$ cat config.mk
export PLATFORM = sky130hd
export DESIGN_NAME = host_command_decoder
export DESIGN_NICKNAME = d
export VERILOG_FILES = /design/src/verilog/fg_command_pkg.sv /design/src/verilog/host_command_decoder.sv
export SDC_FILE = /design/constraint.sdc
export NUM_CORES = 1
export LEC_CHECK = 0
export ABC_AREA = 1
export BUFFER_PORTS_ARGS = -buffer_cell sky130_fd_sc_hd__buf_2
export CAP_MARGIN = 10
export CORE_UTILIZATION = 41
export CTS_CLUSTER_SIZE = 12
export DETAILED_ROUTE_END_ITERATION = 7
export GPL_TIMING_DRIVEN = 0
export PLACE_DENSITY = 0.66
export SLEW_MARGIN = 20
export SYNTH_ARGS = -nofsm -noshare
export SYNTH_HDL_FRONTEND = slang
export SYNTH_SLANG_ARGS = --single-unit
export TNS_END_PERCENT = 5
$ cat constraint.sdc
create_clock -name clock -period 4.1 [get_ports clock]
set_input_delay 0.615 -clock clock [delete_from_list [all_inputs] [get_ports clock]]
set_output_delay 0.615 -clock clock [all_outputs]
set_load 0.02 [all_outputs]
$ cat src/verilog/fg_command_pkg.sv
`default_nettype none

// host command interface of the waveform generator
// one command per cycle while cmd_valid is high, no back-pressure
package fg_command_pkg;

	// width of the opcode field
	localparam int OPCODE_WIDTH = 2;

	// field use per opcode
	// cmd_channel selects the target channel for every opcode
	// cmd_address is the sample address for writes
	// cmd_address is the loop end for set last address
	// cmd_data only matters for sample writes
	typedef enum logic [OPCODE_WIDTH-1:0] {
		// store cmd_data at cmd_address of the channel memory
		OP_WRITE_SAMPLE     = 2'd0,
		// channel loops back to 0 after cmd_address
		OP_SET_LAST_ADDRESS = 2'd1,
		// start playback from address 0
		OP_ENABLE           = 2'd2,
		// stop playback and zero the output
		OP_DISABLE          = 2'd3
	} fg_opcode_t;

endpackage

`default_nettype wire
$ cat src/verilog/host_command_decoder.sv
`default_nettype none

// turns host command strobes into per-channel controls
module host_command_decoder #(
	parameter int DATA_BUS_WIDTH = 8,
	parameter int ADDRESS_BUS_DEPTH = 11,
	parameter int NUMBER_OF_CHANNELS = 4
) (
	input wire clock,
	input wire reset,
	input wire cmd_valid,
	input wire fg_command_pkg::fg_opcode_t cmd_opcode,
	input wire [$clog2(NUMBER_OF_CHANNELS)-1:0] cmd_channel,
	input wire [ADDRESS_BUS_DEPTH-1:0] cmd_address,
	input wire [DATA_BUS_WIDTH-1:0] cmd_data,
	output logic [NUMBER_OF_CHANNELS-1:0] write_enable,
	output logic [ADDRESS_BUS_DEPTH-1:0] write_address,
	output logic [DATA_BUS_WIDTH-1:0] write_data,
	output logic [NUMBER_OF_CHANNELS-1:0] channel_enable,
	output logic [NUMBER_OF_CHANNELS*ADDRESS_BUS_DEPTH-1:0] last_address
);

	import fg_command_pkg::*;

	// one-hot of the addressed channel
	logic [NUMBER_OF_CHANNELS-1:0] channel_select;
	// decoded opcode strobes, only while cmd_valid
	logic write_command;
	logic last_command;
	logic enable_command;
	logic disable_command;

	always_comb begin
		channel_select = '0;
		channel_select[cmd_channel] = 1'b1;
	end

	// opcode decode
	always_comb begin
		write_command = 1'b0;
		last_command = 1'b0;
		enable_command = 1'b0;
		disable_command = 1'b0;
		if (cmd_valid) begin
			case (cmd_opcode)
				OP_WRITE_SAMPLE: write_command = 1'b1;
				OP_SET_LAST_ADDRESS: last_command = 1'b1;
				OP_ENABLE: enable_command = 1'b1;
				OP_DISABLE: disable_command = 1'b1;
				default: ;
			endcase
		end
	end

	// write strobe lands in the memory at the same edge
	assign write_enable = write_command ? channel_select : '0;
	// address and data go straight to every memory
	assign write_address = cmd_address;
	assign write_data = cmd_data;

	// enable levels and loop ends
	// after reset all channels off, loops span the whole memory
	always_ff @(posedge clock) begin
		if (reset) begin
			channel_enable <= '0;
			last_address <= '1;
		end else begin
			if (enable_command) begin
				channel_enable[cmd_channel] <= 1'b1;
			end else if (disable_command) begin
				channel_enable[cmd_channel] <= 1'b0;
			end
			if (last_command) begin
				last_address[cmd_channel*ADDRESS_BUS_DEPTH +: ADDRESS_BUS_DEPTH] <= cmd_address;
			end
		end
	end

endmodule

`default_nettype wire

# Word level (Yosys, flattened, before mapping)
# Cells that the tools add are included.
# totals
wordCells	31
in_bits	26
ff_bits	48
# classes
bitwise_logic	3
eq_ne	3
add_sub_neg	1
multipliers	1
n_reduce_logical	3
mux	14
shift	2
order_cmp	2
# op_table
operator	n
44-bit bitwise mux	1
11-bit by 34-bit variable shift with 44-bit output, first input constant	1
11-bit by 34-bit variable part select with 44-bit output	1
6-bit negator with 34-bit output	1
4-bit 2-to-1 mux	3
1-bit 2-to-1 mux	9
2-bit by 4-bit multiplier with 6-bit output, second input constant	1
4-bit AND	1
2-bit == test, second input constant	2
4-bit inverter	1
4-bit bitwise OR	1
2-bit by 3-bit < comparator with 1-bit output, second input constant	1
1-bit demux with 2-bit select	1
2-bit by 1-bit == test with 1-bit output, second input constant	1
2-bit by 1-bit greater-or-equal comparator with 1-bit output, second input constant	1
2-bit zero test	1
2-bit nonzero test	1
1-bit logical AND	1

# Depth between registers and ports, before layout
# Gate-level depths: netlist of the first run.
# logic_depth
depth_word	8
mapped_depth	9

# Least setup slack after synthesis of the first run
# OpenSTA, ideal clock, no wires.
# synth_path
kind	input-to-output
from	input port cmd_channel[0]
to	output port write_enable[0]
arrival_ns	1.541
slack_ns	1.944
path_stages	6
t_required_ns	3.485
path_buffers	2
cell_sequence	inv_1 > buf_2 > ha_1 > inv_1 > buf_2 > nor2_1
# synth_via
elab_chain_len	5
elab_cells_between_ends	6
# synth_rtl
item	line	source
from (decl)	host_command_decoder.sv:13	input wire [$clog2(NUMBER_OF_CHANNELS)-1:0] cmd_channel,
2-bit by 3-bit < comparator with 1-bit output (not written as such) / 2-bit by 1-bit greater-or-equal comparator with 1-bit output (equally long branches)	host_command_decoder.sv:35	channel_select[cmd_channel] = 1'b1;
1-bit logical AND (not written as such)	host_command_decoder.sv:35	
1-bit 2-to-1 mux (not written as such)	host_command_decoder.sv:35	
1-bit demux with 2-bit select *	host_command_decoder.sv:35	
4-bit 2-to-1 mux *	host_command_decoder.sv:56	assign write_enable = write_command ? channel_select : '0;
to (decl)	host_command_decoder.sv:16	output logic [NUMBER_OF_CHANNELS-1:0] write_enable,
# Mark *: on every way between the ends. The rest lies on a longest branch, timed or not.

# Worst setup path in the final report of the first run
# Same ends and word-level chain as after synthesis.

==> results of run 1 <==
## placed cells by master (no fill, tap or decap)
| master | n |
|---|---|
| a21oi_1 | 4 |
| buf_2 | 98 |
| buf_4 | 21 |
| buf_6 | 2 |
| clkbuf_1 | 2 |
| clkbuf_8 | 7 |
| clkinv_1 | 2 |
| dfxtp_1 | 48 |
| ha_1 | 7 |
| inv_1 | 12 |
| inv_2 | 2 |
| nand2_1 | 110 |
| nand2_2 | 1 |
| nand3_1 | 54 |
| nand3_2 | 1 |
| nand4_1 | 4 |
| nor2_1 | 50 |
| nor2_2 | 1 |
| o21ai_0 | 3 |
## power breakdown
group          switching, mW  internal, mW  total [mW]
clock                  0.148         0.150       0.299
sequential           0.00509         0.476       0.481
combinational          0.101        0.0543       0.155
total                  0.254         0.681       0.935
## metal layers
metal / GRT usage / vias up / routed length, um / part of all wire
met5: 0 / - / 0 / 0
met3: 0.0262 / 7 / 301 / 0.050
met2: 0.331 / 76 / 2690 / 0.45
met1: 0.294 / 1002 / 2940 / 0.49
li1: - / 1223 / - / -
met4: 0.0887 / 0 / 91 / 0.015
## layout make-up
class / instances / area (um^2) / area share
buffer: 36 / 243 / 0.0830
clock buffer: 7 / 96.3 / 0.0329
inverter: 16 / 60.1 / 0.0205
multi-input combinational: 235 / 1040 / 0.356
sequential: 48 / 961 / 0.329
tap: 70 / 87.6 / 0.0300
timing repair buffer: 87 / 435 / 0.149
## worst paths after layout
check	start	endpoint	slack, ns	cells past startpoint
worst max-delay path	cmd_channel[0]	write_enable[0]	1.67	8
worst min-delay path	last_address[5]	last_address[5]	0.46	2
worst max register to register	last_address[20]	last_address[20]	3.48	2
worst min register to register	last_address[5]	last_address[5]	0.46	2
## worst reg2reg max path, delay by kind of cell, from the launching register on
family,cells,cell delay [ns]
flip-flops,1,0.33
AND/OR/NAND/NOR,2,0.16
## kinds of logic (layout without fill, tap and decap cells)
| family | Yosys count | in the layout | synth area share |
|---|---|---|---|
| and+or+nand+nor | 221 | 221 | 0.398 |
| buffers and inverters | 52 | 146 | 0.131 |
| DFF | 48 | 48 | 0.417 |
| adders and majority gates | 7 | 7 | 0.0380 |
| AOI/OAI and AO/OA | 7 | 7 | 0.0152 |
## stage by stage
stage | setup WS (ns) | cells | total power, mW
3_3_place_gp | 1.73 | 492 | 0.645
2_1_floorplan | 1.94 | 335 | 0.595
3_5_place_dp | 1.71 | 492 | 0.646
4_1_cts | 1.70 | 499 | 0.942
6_report | 1.67 | 499 | 0.935
5_1_grt | 1.58 | 499 | 0.975
==> results.ini, run 1 <==
[status]
status=finished clean

[global_routing]
grt_antenna_before_repair=0
overflow=0
grt_pass1_wl_um=9960
gr-usage-all-layers=0.212
grt_max_degree=14
grt_pass1_vias=2131

[floorplanning]
die_area_um2=5930
die_w_um=77.0
rows=26
start_util=0.437
die_h_um=77.0
io_pins=97
core_um2=5270

[route]
drt_first_iter_violations=149
dr.pass1.iters=4
wl_um=6030
vias=2308
wl_per_cell_um=12.1
ant_nets=0
drcViolationCount=0
vias_per_cell=4.63

[synth]
synth_flop_cell=dfxtp_1
synth-seq-area-share=0.417
synth.distinct_cells=18
synthTopCellsByArea=dfxtp_1 42%, nand2_1 18%, nand3_1 12%, nor2_1 8.1%, buf_4 6.8%
synth-seq-cells=48
synth_top_cell_by_area=dfxtp_1
yosysTopAreaCellShare=0.417
synth_edf_count=0
synth_common_cells=110 x nand2_1, 54 x nand3_1, 50 x nor2_1
yosysMostFrequentCell=nand2_1
syn_area_um2=2300
yosysWarnings=0
syn-num-nets=368
netlist_instances=335
synthArstFlopShare=0
syn_area_per_cell_um2=6.88

[clock_tree]
post_cts_buffers=0
cts_root_buf=clkbuf_8
tritoncts=done
post_cts_resized=0
cts_htree_levels=2
ctsLongestPathBuffers=2
holdBufCountCts=0
clock_sinks=48
cts_inserted_buffers=5
clk_pin_slew_ns=0.08
clkLatencyLatePin_ns=0.30

[place]
io_buffers=87
hpwl_um=4710
place.gp.congestion=0.859
postPlaceCellArea_um2=2830

[layout]
fin_util=0.555
fin_area_um2=2920
diodes=0
drive_gt1_frac=0.310
largest_reg_flops=44
largestRegisters=last_address x44
syn_to_final_growth_pct=26.9
nets=462
fill_cells=582
top_register=last_address

[sta]
fin_crit_sh=0.593
hold_viol_final=0
final_max_slew_viol_count=0
max_freq_mhz=411
fin_crit_ns=2.43
grt_setup_unrepaired=no
hold_ws_ns=0.458
slew-limit-headroom=0.687
setup_viol=0
fin_setup_tns_ns=0
finClkSkew_ns=0
max_slew.worst_pin.slew_ns=0.470

[worst_hold_path]
hold_class=reg2reg

[pwr]
power_density_nw_per_um2=320
vdd_drop_max_mv=0.148
leakage_nw=1.51

[worst_setup_path]
path_buf_inv=6
critPathTopFamily=buffers and inverters
startpoint_type=primary input
worstPathRequired_ns=3.48
critPathMaxStageDelay_ns=0.26
path_max_fanout=13
critPathArrivalTime_ns=1.82
crit_chain=buf_2, inv_1, buf_2, ha_1, inv_1, buf_2, nor2_1, buf_2
critPathSlowestCell=buf_2
path_class=in2out
critPathCaptureType=output pin
crit_top_cell=buf_2

[run]
max_cap_viol_count=0

No activity file was read; power rests on OpenSTA's default activity.
==> run 2, diff against run 1 <==
Settings changed: PLACE_DENSITY 0.66 to 0.69.
Clock period 4.1 ns to 2.2 ns, I/O delays scaled along.
==> results.ini, run 2 (same netlist as run 1, synthesis figures left out) <==
[status]
status=finished clean  ; unchanged

[worst_setup_path]
path_class=in2out  ; unchanged
crit_chain=buf_2, inv_1, buf_2, ha_1, inv_1, buf_2, nor2_1, buf_2  ; unchanged
worstPathRequired_ns=1.87  ; was 3.48 ns
crit_top_cell=buf_2  ; unchanged
reg2regPathDepth=2  ; unchanged
startpoint_type=primary input  ; unchanged
critPathMaxStageDelay_ns=0.25  ; was 0.26 ns
critPathCaptureType=output pin  ; unchanged
path_max_fanout=13  ; unchanged
critPathSlowestCell=buf_2  ; unchanged
rrSetupSlack_ns=1.61  ; was 3.48 ns
critPathArrivalTime_ns=1.50  ; was 1.82 ns

[run]
max_cap_viol_count=0  ; unchanged

[layout]
final_cell_mix=110 x nand2_1, 98 x buf_2, 54 x nand3_1  ; unchanged
diodes=0  ; unchanged
largestRegisters=last_address x44  ; unchanged
drive_gt1_frac=0.312  ; was 0.310
top_register=last_address  ; unchanged
layout_commonest_cell=nand2_1  ; unchanged
syn_to_final_growth_pct=27.5  ; was 26.9%
largest_reg_flops=44  ; unchanged
nets=462  ; unchanged

[sta]
fin_crit_sh=0.830
slew-limit-headroom=0.679  ; was 0.687
fin_crit_ns=1.83
fin_setup_tns_ns=0  ; unchanged
final_max_slew_viol_count=0  ; unchanged
hold_viol_final=0  ; unchanged
setup_slack_ns=0.375  ; was 1.67 ns
grt_setup_unrepaired=no  ; unchanged
finClkSkew_ns=0  ; unchanged
max_freq_mhz=548
setup_viol=0  ; unchanged
max_slew.worst_pin.slew_ns=0.481  ; was 0.470 ns

[floorplanning]
core_um2=5270  ; unchanged
start_util=0.437  ; unchanged
die_h_um=77.0  ; unchanged
die_area_um2=5930  ; unchanged
io_pins=97  ; unchanged
die_w_um=77.0  ; unchanged
rows=26  ; unchanged

[worst_hold_path]
min_delay_path_depth=2  ; unchanged
worstHoldStart=reset  ; was last_address[5]
hold_class=in2reg  ; was reg2reg

[place]
io_buffers=87  ; unchanged
place.gp.congestion=0.860  ; was 0.859
place_worst_setup_slack_ns=0.302  ; was 1.71 ns
hpwl_um=4520  ; was 4710 um

[clock_tree]
post_cts_resized=0  ; unchanged
cts_root_buf=clkbuf_8  ; unchanged
clk_pin_slew_ns=0.09  ; was 0.08 ns
ctsLongestPathBuffers=2  ; unchanged
tritoncts=done  ; unchanged
holdBufCountCts=0  ; unchanged
clock_sinks=48  ; unchanged
clkLatencyLatePin_ns=0.30  ; about the same
post_cts_buffers=0  ; unchanged
cts_inserted_buffers=5  ; unchanged
cts_htree_levels=2  ; unchanged

[route]
drcViolationCount=0  ; unchanged
vias=2266  ; was 2,308
wl_um=5820  ; was 6030 um
drt_first_iter_violations=168  ; was 149
wl_per_cell_um=11.6  ; was 12.1 um
ant_nets=0  ; unchanged
vias_per_cell=4.53  ; was 4.63
dr.pass1.iters=4  ; unchanged

[pwr]
leakage_nw=1.51  ; about the same
power_density_nw_per_um2=617  ; was 320 nW/um^2
vdd_drop_max_mv=0.292  ; was 0.148 mV

[global_routing]
grt_pass1_wl_um=9440  ; was 9960 um
gr-usage-all-layers=0.201  ; was 0.212
grt_pass1_vias=2011  ; was 2,131
grt_max_degree=16  ; was 14
grt_antenna_before_repair=0  ; unchanged
overflow=0  ; unchanged

[run 2: stage by stage]
stage	utilization	power, mW	hold WS, ns	cells	instance area, um^2
final	0.558	1.81	0.265	500	2940
after global routing	0.558	1.90	0.263	500	2940
after CTS	0.558	1.82	0.254	500	2940
after detailed placement	0.537	1.20	0.440	492	2830
after global placement	0.537	1.20	0.436	492	2830
after floorplan	-	1.11	0.399	335	2300
[run 2: layer usage]
metal | track usage | wire [um] | up-vias
li1 | - | - | 1225
met1 | 0.275 | 2900 | 953
met2 | 0.312 | 2490 | 79
met3 | 0.0452 | 332 | 9
met4 | 0.0679 | 92 | 0
met5 | 0 | 0 | -
[run 2: area by class of cell]
type | count | area (um^2)
inverters | 16 | 60.1
multi-input cells | 235 | 1040
plain buffers | 36 | 243
flip-flops and latches | 48 | 961
well taps | 70 | 87.6
repair buffers | 87 | 435
clock buffers | 5 | 68.8
clock inverters | 3 | 42.5
fillers | 538 | 2330
[run 2: worst max-delay path, delay by kind of cell]
kind / cells / cell delay, ns
buffers and inverters: 6 / 0.87
adder cells (fa/ha/maj): 1 / 0.19
AND/OR/NAND/NOR: 1 / 0.10
[run 2: power by group]
group          internal, mW  switching (mW)
sequential            0.888         0.00928
combinational         0.101           0.186
clock                 0.336           0.293
[run 2: worst max-delay path by stage]
stage	start	endpoint	slack, ns
after global routing	cmd_channel[0]	write_enable[0]	0.28
after CTS	cmd_channel[0]	write_enable[0]	0.38
after global placement	cmd_channel[0]	last_address[22]	0.34
after detailed placement	cmd_channel[0]	last_address[22]	0.30
after floorplan	cmd_channel[0]	write_enable[0]	0.61
final	cmd_channel[0]	write_enable[0]	0.37
